$ cat src/logic/sys1_cart_pkg.sv
// ################################################
// shared types and constants for the cartridge side
// region bases are byte addresses of the download stream
// game type codes follow the protection chip numbering
// ################################################

package sys1_cart_pkg;

	// ################################################
	// data and address widths
	typedef logic [7:0]  byte_t;
	typedef logic [15:0] prog_word_t;
	typedef logic [24:0] dl_addr_t;
	// MADEC bits 15 to 1
	typedef logic [14:0] prog_addr_t;
	typedef logic [13:0] snd_addr_t;
	// active low selects
	typedef logic [4:0]  rom_sel_t;
	typedef logic [2:0]  snd_sel_t;
	// SW5 down to SW1, active low
	typedef logic [4:0]  sw_bits_t;
	typedef logic [7:0]  adc_t;
	// up, down, left, right
	typedef logic [3:0]  udlr_t;

	// ################################################
	// write target of a download byte
	typedef enum logic [3:0]
	{
		rgn_none, rgn_rom0, rgn_rom1, rgn_rom2, rgn_rom5, rgn_rom6, rgn_rom7,
		rgn_slap, rgn_srom0, rgn_srom1, rgn_srom2
	} rom_region_e;

	// protection chip type
	typedef enum logic [7:0]
	{
		gt_marble   = 8'd103,
		gt_indytemp = 8'd105,
		gt_peterpak = 8'd107,
		gt_roadrunn = 8'd108,
		gt_roadb109 = 8'd109,
		gt_roadb110 = 8'd110
	} game_type_e;

	localparam game_type_e game_type_reset = gt_indytemp;

	// stream indices
	localparam byte_t dl_index_rom  = 8'd0;
	localparam byte_t dl_index_type = 8'd1;

	// bank depths in words or bytes
	localparam int depth_short_words = 16384;
	localparam int depth_long_words  = 32768;
	localparam int depth_sound       = 16384;

	// ################################################
	// region bases, matched on the upper bits only
	localparam dl_addr_t base_rom0  = 25'h400000;
	localparam dl_addr_t base_rom1  = 25'h410000;
	localparam dl_addr_t base_rom2  = 25'h420000;
	localparam dl_addr_t base_rom5  = 25'h450000;
	localparam dl_addr_t base_rom6  = 25'h460000;
	localparam dl_addr_t base_rom7  = 25'h470000;
	localparam dl_addr_t base_slap  = 25'h480000;
	localparam dl_addr_t base_srom0 = 25'h488000;
	localparam dl_addr_t base_srom1 = 25'h48C000;
	localparam dl_addr_t base_srom2 = 25'h490000;

endpackage

$ cat src/logic/player_input_map.sv
// ################################################
// per game mapping of player controls
// inputs are already combined and active high
// outputs registered, one cycle behind the inputs
// ################################################

module player_input_map
(
	input  logic                      clk_sys,
	input  logic                      rst_n,
	input  sys1_cart_pkg::game_type_e game_type,
	input  sys1_cart_pkg::udlr_t      joy,
	input  logic                      btn_a,
	input  logic                      btn_b,
	input  logic                      mouse_l,
	input  logic                      mouse_r,
	input  logic                      mouse_swap,
	output sys1_cart_pkg::sw_bits_t   switches,
	output sys1_cart_pkg::adc_t       adc_b7,
	output sys1_cart_pkg::adc_t       adc_b6
);

	import sys1_cart_pkg::*;

	adc_t     dir;
	logic     ml;
	logic     mr;
	sw_bits_t sw_next;
	adc_t     b7_next;
	adc_t     b6_next;

	// optional mouse button exchange
	assign ml = mouse_swap ? mouse_r : mouse_l;
	assign mr = mouse_swap ? mouse_l : mouse_r;

	// indy wants 000UDLR0
	assign dir = (game_type == gt_indytemp) ? {3'b000, joy, 1'b0} : {4'b0000, joy};

	// ################################################
	// mapping
	always_comb
	begin
		// ADC idle at mid rail
		sw_next = '1;
		b7_next = 8'hFF;
		b6_next = 8'h00;
		case (game_type)
			gt_marble:
				sw_next = {3'b111, ~(btn_a | ml), ~(btn_b | mr)};
			gt_indytemp:
			begin
				b7_next = dir;
				b6_next = dir;
				sw_next = {3'b111, ~btn_a, ~btn_b};
			end
			gt_peterpak:
			begin
				b7_next = dir;
				b6_next = dir;
				// jump on SW3, throw on SW1
				sw_next = {2'b11, ~btn_a, 1'b1, ~btn_b};
			end
			gt_roadrunn:
			begin
				sw_next = {3'b111, ~btn_a, ~btn_b};
				// vertical, three state on bit 7
				if (dir[2])
					{b7_next[7], b6_next[7]} = 2'b11;
				else if (dir[3])
					{b7_next[7], b6_next[7]} = 2'b00;
				else
					{b7_next[7], b6_next[7]} = 2'b10;
				// horizontal on bit 0
				if (dir[0])
					{b7_next[0], b6_next[0]} = 2'b00;
				else if (dir[1])
					{b7_next[0], b6_next[0]} = 2'b11;
				else
					{b7_next[0], b6_next[0]} = 2'b10;
			end
			gt_roadb109, gt_roadb110:
			begin
				// fire on SW2, throttle through ADC bit 3
				sw_next    = {3'b111, ~btn_a, 1'b1};
				b7_next[3] = 1'b0;
				b6_next[3] = btn_b;
			end
			default: ;
		endcase
	end

	always_ff @(posedge clk_sys or negedge rst_n)
	begin
		if (!rst_n)
		begin
			switches <= '1;
			adc_b7   <= 8'hFF;
			adc_b6   <= 8'h00;
		end
		else
		begin
			switches <= sw_next;
			adc_b7   <= b7_next;
			adc_b6   <= b6_next;
		end
	end

endmodule

$ cat config.mk
export PLATFORM = sky130hd
export DESIGN_NAME = player_input_map
export DESIGN_NICKNAME = d
export VERILOG_FILES = /design/src/logic/sys1_cart_pkg.sv /design/src/logic/player_input_map.sv
export SDC_FILE = /design/constraint.sdc
export NUM_CORES = 1
export LEC_CHECK = 0
export BUFFER_PORTS_ARGS = -buffer_cell sky130_fd_sc_hd__buf_2
export CAP_MARGIN = 25
export CORE_ASPECT_RATIO = 1.4
export CORE_MARGIN = 4
export CORE_UTILIZATION = 30
export DETAILED_ROUTE_END_ITERATION = 10
export GPL_TIMING_DRIVEN = 0
export PLACE_DENSITY = 0.65
export SLEW_MARGIN = 10
export SYNTH_ARGS = -nofsm -noshare
export SYNTH_HDL_FRONTEND = slang
export SYNTH_SLANG_ARGS = --single-unit
$ cat constraint.sdc
create_clock -name clk_sys -period 0.82 [get_ports clk_sys]
set_input_delay 0.041 -clock clk_sys [delete_from_list [all_inputs] [get_ports clk_sys]]
set_output_delay 0.041 -clock clk_sys [all_outputs]
set_load 0.1 [all_outputs]
==> metrics.cfg <==
[run_status]
outcome = complete, but fails checks
violations = setup timing

[worst_setup_path]
critical_path.endpoint = adc_b7[6]
end_kind = primary output
path_max_fanout = 2
startpoint_type = flop
cpMostUsedCell = buf_12
crit_start = adc_b7[6]$_DFF_PN1_
cp_data_arrival_time_ns = 1.18
path_depth = 2
crit_family = flip-flops
critPathBufInv = 2
required_ns = 0.78
cpMaxStageDelayCell = dfstp_4
cp_slowest_stage_delay_ns = 0.64
path_class = flop to primary output
path_cells = buf_12 -> buf_12

[drt]
num_vias = 687
drt-pass1-iter-count = 4
detail-route-antenna-nets = 0
wirelength_mm = 1.73
vias_per_cell = 4.49
drc = 0
first_iter_violations = 13
avgRoutedWirePerCell_um = 11.3

[floorplanning]
num_io_pins = 40
dieArea_um2 = 3480
dieWidth_um = 51.0
initial_core_util = 0.318
core_um2 = 2440
rows = 21
die_h_um = 68.2

[final_layout]
regArea_um2 = 458
finalNetCount = 139
layout-drive-gt1-share = 0.521
syn2layout_area_growth_pct = 71.8
nFillCells = 201
n_antenna_cell = 0
final_util = 0.546
fin_area_um2 = 1340
multi_input_area_um2 = 328

[synth]
synth_top_area_share = 0.338
synthSimpleGateAreaFrac = 0.238
yosysUniqueCellTypes = 29
synth_compound_area_frac = 0.105
synth_ff_type = dfstp_2
yosysMostFrequentCell = dfstp_2
synth-edff-count = 0
synth_top_cell_by_area = dfstp_2
synth_warnings = 0
synthAdderAreaFrac = 0
synth_xor_area_frac = 0
async_flop_share = 1.00
netlist_area_um2 = 777
yosys-top-cells-count = dfstp_2, nand2_1, dfrtp_1, nor2_1
ys_seq_elements = 16
synth_mux_area_frac = 0.0515
syn_area_per_cell_um2 = 10.2
synth_cells = 76
synth_top_family_by_area = simple AND/OR/NAND/NOR gates
synthTopCellsByArea = dfstp_2, dfrtp_1, mux2i_1
synth-seq-area-share = 0.531

[clock_network]
cts_sinks = 16
post_cts_buffers = 0
cts_root_buf = clkbuf_4
numCtsBuffers = 3
cts_tree = yes
h-tree-depth = 1
cts_buffer_depth = 2
clk_pin_slew_worst_paths_ns = 0.09

[sta]
final-setup-viol-count = 17
layout_setup_ws_ns = -0.396
drv_slew = 0
fin_crit_ns = 1.22
clock.fmax_mhz = 822
fin_setup_tns_ns = -3.90
rsz0062_at_grt = yes
hold_viol_final = 0
min_period_over_period = 1.48

[placed_design]
dpl_cell_area_um2 = 1060
port-buffer-count = 34
dpl.hpwl_mm = 1.31
gp_congestion = 0.775

[power]
p_leak_nw = 0.584
switching_share = 0.288
power.share.combinational = 0.215
power_frac_clock = 0.261
p_switching_w = 0.000438
peakVddDrop_v = 0.000484
power_frac_seq = 0.524
powerDensity_nw_per_um2 = 1140
p_int_w = 0.00109

[global_routing]
antenna_found_initial = 0
grt_pass1_vias = 726
grt_pass1_wl_mm = 2.93
grt_max_degree = 17
grt_use_total = 0.111
overflow = 0

[job]
maxCapViolCount = 0

[hold_path]
hp-class = input pin to flop

## state kept, by name, summed over array words and instances, names as in the netlist
register  count
adc_b6        6
adc_b7        7
switches      3
## power groups by stage
stage / Clock, W / Combinational, W / Sequential, W
floorplan: 0 / 0.000182 / 0.000839
CTS: 0.000401 / 0.000326 / 0.000798
detailed placement: 0 / 0.000304 / 0.000810
global route: 0.000458 / 0.000355 / 0.000799
global placement: 0 / 0.000301 / 0.000809
finish: 0.000398 / 0.000327 / 0.000798
## cells in the final DEF (no fill, tap or decap), types with 2 or more instances in the layout
master	n
and2_1	2
nand2b_1	5
o21ai_1	3
nand3b_1	2
buf_4	5
dfrtp_2	6
buf_12	13
dlygate4sd3_1	3
nor2b_1	2
nand2_1	8
clkbuf_4	3
o221ai_1	2
mux2i_1	4
buf_2	17
a21oi_1	4
dfstp_4	10
buf_6	4
nor2_1	6
conb_1	4
## per-stage QoR
step                      hold slack [ns]  instances  total power, W  setup WS, ns
after floorplan                    -0.255         78         0.00102        -0.214
after global placement            -0.0497        146         0.00111        -0.319
after detailed placement          -0.0458        146         0.00111        -0.324
after CTS                          0.0154        153         0.00153        -0.390
after global routing               0.0175        153         0.00161        -0.424
final                             0.00981        153         0.00152        -0.396
## cells by family (layout without fill, tap and decap cells)
kind of cell,Yosys count,count (layout)
AND/OR/NAND/NOR,33,33
buffers and inverters,8,49
multiplexers,4,4
flip-flops,16,16
AO/OA/AOI/OAI,13,13
other,2,4
## area by class of cell
cell class	instances	area share
Buffer	6	0.0431
Clock buffer	3	0.0169
Clock inverter	1	0.00281
Inverter	2	0.00562
Multi-Input combinational cell	54	0.246
Sequential cell	16	0.343
Tap cell	34	0.0319
Timing Repair Buffer	37	0.311
## layer usage
metal	GRT usage	routed length, µm	up-vias
met4	0.0707	37	0
met3	0.0261	113	4
met2	0.194	928	32
met5	0	0	-
li1	-	-	335
met1	0.120	649	316
## how the worst min path moves through the flow
stage	start	to	slack, ns	cells past startpoint
after floorplan	rst_n	adc_b6[0]$_DFF_PN0_	-0.25	0
after global placement	rst_n	adc_b6[1]$_DFF_PN0_	-0.05	1
after detailed placement	rst_n	adc_b6[1]$_DFF_PN0_	-0.05	1
after CTS	joy[3]	adc_b6[4]$_DFF_PN0_	0.02	3
after global routing	joy[3]	adc_b6[4]$_DFF_PN0_	0.02	3
final	joy[3]	adc_b6[4]$_DFF_PN0_	0.01	3
## what timing repair did
item                                    in CTS  in global routing
endpoints found under the setup margin      17                 17
resized for setup                           56                  3
hold buffers                                 3                  0
hold endpoints to repair                    19                  0
(Power assumes the default switching activity.)
