## config.mk

```make
export PLATFORM = sky130hd
export DESIGN_NAME = cart_loader
export DESIGN_NICKNAME = d
export VERILOG_FILES = /design/src/logic/sys1_cart_pkg.sv /design/src/logic/cart_loader.sv
export SDC_FILE = /design/constraint.sdc
export NUM_CORES = 1
export LEC_CHECK = 0
export ABC_AREA = 1
export BUFFER_PORTS_ARGS = -buffer_cell sky130_fd_sc_hd__buf_2
export CAP_MARGIN = 40
export CORE_MARGIN = 2
export CORE_UTILIZATION = 30
export DETAILED_ROUTE_END_ITERATION = 10
export GPL_TIMING_DRIVEN = 0
export PLACE_DENSITY = 0.61
export SLEW_MARGIN = 25
export SYNTH_ARGS = -nofsm -noshare
export SYNTH_HDL_FRONTEND = slang
export SYNTH_SLANG_ARGS = --single-unit
```

## constraint.sdc

```tcl
create_clock -name clk_sys -period 2.1 [get_ports clk_sys]
set_input_delay 0.42 -clock clk_sys [delete_from_list [all_inputs] [get_ports clk_sys]]
set_output_delay 0.42 -clock clk_sys [all_outputs]
set_load 0.05 [all_outputs]
```

## src/logic/sys1_cart_pkg.sv

```systemverilog
// ################################################
// shared types and constants for the cartridge side
// region bases are byte addresses of the download stream
// game type codes follow the protection chip numbering
// ################################################

package sys1_cart_pkg;

	// ################################################
	// data and address widths
	typedef logic [7:0]  byte_t;
	typedef logic [15:0] prog_word_t;
	typedef logic [24:0] dl_addr_t;
	// MADEC bits 15 to 1
	typedef logic [14:0] prog_addr_t;
	typedef logic [13:0] snd_addr_t;
	// active low selects
	typedef logic [4:0]  rom_sel_t;
	typedef logic [2:0]  snd_sel_t;
	// SW5 down to SW1, active low
	typedef logic [4:0]  sw_bits_t;
	typedef logic [7:0]  adc_t;
	// up, down, left, right
	typedef logic [3:0]  udlr_t;

	// ################################################
	// write target of a download byte
	typedef enum logic [3:0]
	{
		rgn_none, rgn_rom0, rgn_rom1, rgn_rom2, rgn_rom5, rgn_rom6, rgn_rom7,
		rgn_slap, rgn_srom0, rgn_srom1, rgn_srom2
	} rom_region_e;

	// protection chip type
	typedef enum logic [7:0]
	{
		gt_marble   = 8'd103,
		gt_indytemp = 8'd105,
		gt_peterpak = 8'd107,
		gt_roadrunn = 8'd108,
		gt_roadb109 = 8'd109,
		gt_roadb110 = 8'd110
	} game_type_e;

	localparam game_type_e game_type_reset = gt_indytemp;

	// stream indices
	localparam byte_t dl_index_rom  = 8'd0;
	localparam byte_t dl_index_type = 8'd1;

	// bank depths in words or bytes
	localparam int depth_short_words = 16384;
	localparam int depth_long_words  = 32768;
	localparam int depth_sound       = 16384;

	// ################################################
	// region bases, matched on the upper bits only
	localparam dl_addr_t base_rom0  = 25'h400000;
	localparam dl_addr_t base_rom1  = 25'h410000;
	localparam dl_addr_t base_rom2  = 25'h420000;
	localparam dl_addr_t base_rom5  = 25'h450000;
	localparam dl_addr_t base_rom6  = 25'h460000;
	localparam dl_addr_t base_rom7  = 25'h470000;
	localparam dl_addr_t base_slap  = 25'h480000;
	localparam dl_addr_t base_srom0 = 25'h488000;
	localparam dl_addr_t base_srom1 = 25'h48C000;
	localparam dl_addr_t base_srom2 = 25'h490000;

endpackage

```

## src/logic/cart_loader.sv

```systemverilog
// ################################################
// download stream decoder, no back-pressure
// word regions expect the even byte before the odd one
// only the odd byte of a word region causes a write
// ################################################

module cart_loader
(
	input  logic                       clk_sys,
	input  logic                       rst_n,
	input  logic                       dl_download,
	input  logic                       dl_wr,
	input  sys1_cart_pkg::byte_t       dl_index,
	input  sys1_cart_pkg::dl_addr_t    dl_addr,
	input  sys1_cart_pkg::byte_t       dl_data,
	output logic                       wr_en,
	output sys1_cart_pkg::rom_region_e wr_region,
	output sys1_cart_pkg::prog_addr_t  wr_word_addr,
	output sys1_cart_pkg::snd_addr_t   wr_snd_addr,
	output sys1_cart_pkg::prog_word_t  wr_word,
	output sys1_cart_pkg::byte_t       wr_byte,
	output sys1_cart_pkg::game_type_e  game_type
);

	import sys1_cart_pkg::*;

	logic        rom_byte;
	logic        type_byte;
	logic        is_sound;
	logic        do_write;
	rom_region_e region;
	// even byte waiting for its odd partner
	byte_t       hi_byte;

	// stream qualification
	assign rom_byte  = dl_wr && dl_download && (dl_index == dl_index_rom);
	assign type_byte = dl_wr && (dl_index == dl_index_type);

	// ################################################
	// region decode from the upper address bits
	always_comb
	begin
		region = rgn_none;
		// 32K byte regions
		if (dl_addr[24:15] == base_rom0[24:15])
			region = rgn_rom0;
		else if (dl_addr[24:15] == base_slap[24:15])
			region = rgn_slap;
		// 64K byte regions
		else if (dl_addr[24:16] == base_rom1[24:16])
			region = rgn_rom1;
		else if (dl_addr[24:16] == base_rom2[24:16])
			region = rgn_rom2;
		else if (dl_addr[24:16] == base_rom5[24:16])
			region = rgn_rom5;
		else if (dl_addr[24:16] == base_rom6[24:16])
			region = rgn_rom6;
		else if (dl_addr[24:16] == base_rom7[24:16])
			region = rgn_rom7;
		// 16K sound regions
		else if (dl_addr[24:14] == base_srom0[24:14])
			region = rgn_srom0;
		else if (dl_addr[24:14] == base_srom1[24:14])
			region = rgn_srom1;
		else if (dl_addr[24:14] == base_srom2[24:14])
			region = rgn_srom2;
	end

	assign is_sound = (region == rgn_srom0) || (region == rgn_srom1) || (region == rgn_srom2);
	// sound writes every byte, words only on the odd byte
	assign do_write = rom_byte && (region != rgn_none) && (is_sound || dl_addr[0]);

	// high half of the word
	always_ff @(posedge clk_sys)
	begin
		if (rom_byte && !dl_addr[0])
			hi_byte <= dl_data;
	end

	// write payload
	always_ff @(posedge clk_sys)
	begin
		wr_word_addr <= dl_addr[15:1];
		wr_snd_addr  <= dl_addr[13:0];
		wr_word      <= {hi_byte, dl_data};
		wr_byte      <= dl_data;
	end

	// ################################################
	// write strobe, region and game type
	always_ff @(posedge clk_sys or negedge rst_n)
	begin
		if (!rst_n)
		begin
			wr_en     <= 1'b0;
			wr_region <= rgn_none;
			game_type <= game_type_reset;
		end
		else
		begin
			wr_en     <= do_write;
			wr_region <= do_write ? region : rgn_none;
			// raw code kept, unknown codes fall to the default map
			if (type_byte)
				game_type <= game_type_e'(dl_data);
		end
	end

	// a write pulse always carries a target bank
	assert property (@(posedge clk_sys) disable iff (!rst_n) wr_en |-> (wr_region != rgn_none));

endmodule

```

==> impl_metrics.json <==
{
  "start_util_pct": 31.3,
  "firstDrtPassIters": 4,
  "final_cells": 367,
  "syn-cell-area_sq_mm": 0.00188,
  "synthFlopType": "dfxtp_1",
  "crit_type": "in2reg",
  "fin_crit_ns": 1.70,
  "status": "finished, final reports clean",
  "power_frac_seq_pct": 50.6,
  "crit_chain": "buf_2 -> nor3_1 -> nor3b_2 -> nand2_1 -> nor2_1",
  "crit_buf_inv": 1,
  "placedCellCount": 359,
  "wl_per_cell_um": 9.69,
  "synth_nets": 219,
  "synth_cell_types": 21,
  "grt_max_degree": 17,
  "crit_required_ns": 2.03,
  "area_growth_pct": 40.7,
  "totalPowerFinal_uw": 2130,
  "grt_usage_pct": 10.6,
  "critPathSlowestCell": "nor2_1",
  "final_hold_viol_count": 0,
  "n_antenna_cell": 0,
  "postCtsHoldBufs": 0,
  "power_switching_uw": 574,
  "post-route-drc-count": 0,
  "yosysWarnings": 0,
  "fmax_ghz": 0.589,
  "h-tree-depth": 2,
  "cts_tree": "done",
  "numCtsBuffers": 5,
  "syn_inst": 174,
  "final_nets": 336,
  "synth_area_leaders": "dfxtp_1 (34%), edfxtp_1 (13%), dfrtp_1 (12%), buf_4 (8.4%), dfstp_2 (5.6%)",
  "synth.top_cell.area_share_pct": 34.1,
  "slew_headroom_pct": 52.3,
  "combPwrFrac_pct": 17.1,
  "seq_area_frac_synth_pct": 64.5,
  "clkTransAtPathRegs_ns": 0.09,
  "grt_overflow": 0,
  "drive_gt1_share_pct": 56.5,
  "worstPathArrival_ns": 1.63,
  "portBuffers": 110,
  "hold_class": "in2async",
  "slew_violations": 0,
  "routed_wl_um": 3560,
  "ctsRootBufferMaster": "clkbuf_8",
  "post_cts_buffers": 0,
  "post-route-period-util_pct": 80.8,
  "p_per_area_mw_per_mm2": 807,
  "dr.first_iter.drc_count": 17,
  "die_w_um": 83.1,
  "synth.top_cells.by_count": "dfxtp_1 (32), nand2_1 (26), nor2_1 (23)",
  "finalSetupTns_ns": 0,
  "avgSynthCellArea_sq_um": 10.8,
  "fp.dieH_um": 83.1,
  "dpl.hpwl_um": 2980,
  "setup_viol": 0,
  "synth.most_common_cell": "dfxtp_1",
  "worst_slew_pin_slew_ns": 0.713,
  "cts.sinks": 53,
  "gp_congestion": 0.791,
  "clock_skew_ns": 0.00536,
  "cts_resized": 0,
  "clk_path_buf_depth": 2,
  "grt_antenna_before_repair": 0,
  "peakVddDrop_uv": 447,
  "drt-vias-per-instance": 4.03,
  "grt_pass1_vias": 1341,
  "ioPinCount": 111,
  "die-area_sq_mm": 0.00690,
  "critPathMaxStageDelay_ns": 0.57,
  "p_leak_uw": 0.00141,
  "synthArstFlopShare_pct": 24.5,
  "clk_latency_ns": 0.29,
  "cp_top_family": "simple AND/OR/NAND/NOR gates",
  "ys_ff_latch": 53,
  "path_max_fanout": 8,
  "row_count": 28,
  "core_region_area_sq_mm": 0.00599,
  "rsz0062_at_grt": "false",
  "synth_edf_count": 8,
  "crit_path_end_kind": "flop",
  "maxCapViolations": 0,
  "synth_top_area_cell": "dfxtp_1",
  "cellInternalPower_uw": 1560,
  "drtAntennaViolNets": 0,
  "grt_pass1_wl_um": 5910,
  "swShare_pct": 26.9,
  "clockPowerShare_pct": 32.2,
  "critPathLaunchType": "input pin",
  "via_count": 1478
}
==> layer usage <==
layer | global-route usage [%] | routed length [um] | vias up
met4 | 4.47 | 51 | 0
met2 | 17.6 | 1710 | 76
met3 | 3.18 | 310 | 4
met1 | 12.7 | 1480 | 640
li1 | - | - | 758
met5 | 0 | 0 | -
==> cell type report <==
cell class,instances,area [sq um]
fill,601,3350
sequential,53,1210
timing repair buffer,110,551
multi-input combinational,81,437
buffer,21,158
tap,75,93.8
clock buffer,6,82.6
inverter,19,71.3
clock inverter,2,37.5
==> worst paths after layout <==
check                                   from               to  slack (ns)  cells after the start
max in group asynchronous              rst_n     game_type[6]        1.81                      1
min in group clk_sys              dl_addr[7]  wr_word_addr[6]        0.22                      1
worst max-delay path             dl_index[7]       hi_byte[0]        0.40                      5
worst max register to register  game_type[4]     game_type[4]        1.34                      1
worst min register to register    hi_byte[0]       wr_word[8]        0.34                      0
worst min-delay path                   rst_n     game_type[4]       0.003                      1
==> per-stage QoR <==
stage	instance area (sq um)	utilization, %	hold WS, ns	setup slack (ns)
after floorplan	1880	-	0.124	0.434
after global placement	2520	42.1	0.324	0.0437
after detailed placement	2520	42.1	0.328	0.0269
after CTS	2640	44.1	0.00539	0.348
after global routing	2640	44.1	0.0142	0.292
final	2640	44.1	0.00266	0.402
==> layout by cell type (no fill, tap or decap) <==
cell type   count
nand3_1         5
nor2_1         23
dfstp_2         4
dfrtp_1         9
clkinvlp_4      1
nor2_2          3
clkbuf_8        6
nand2_1        26
nand3b_1        1
nor3b_2         1
dfxtp_1        32
nand4_4         1
inv_1          15
buf_4          21
nand4_1         3
o21ai_2         1
inv_2           4
o21ai_1         1
buf_2         110
nor3_1          2
nand2_2         4
edfxtp_1        8
o21ai_0         2
mux2_2          8
bufinv_16       1
==> power groups by stage <==
stage / registers [uW] / logic (uW) / clock network [uW]
final: 1080 / 365 / 687
after CTS: 1080 / 368 / 717
after global routing: 1080 / 386 / 753
after global placement: 1100 / 365 / 0
after detailed placement: 1100 / 368 / 0
after floorplan: 1220 / 142 / 0
==> cells by family after synthesis <==
family	synth area share (%)
AOI/OAI and AO/OA	1.27
and+or+nand+nor	17.2
DFF	64.5
muxes	4.80
buffers and inverters	12.2
==> registers in the layout (all words and copies together) (netlist names) <==
name          cells
game_type         8
hi_byte           8
wr_byte           7
wr_en             1
wr_region         4
wr_snd_addr       6
wr_word           9
wr_word_addr     10
Note: power is estimated with default switching activity, not from simulation.
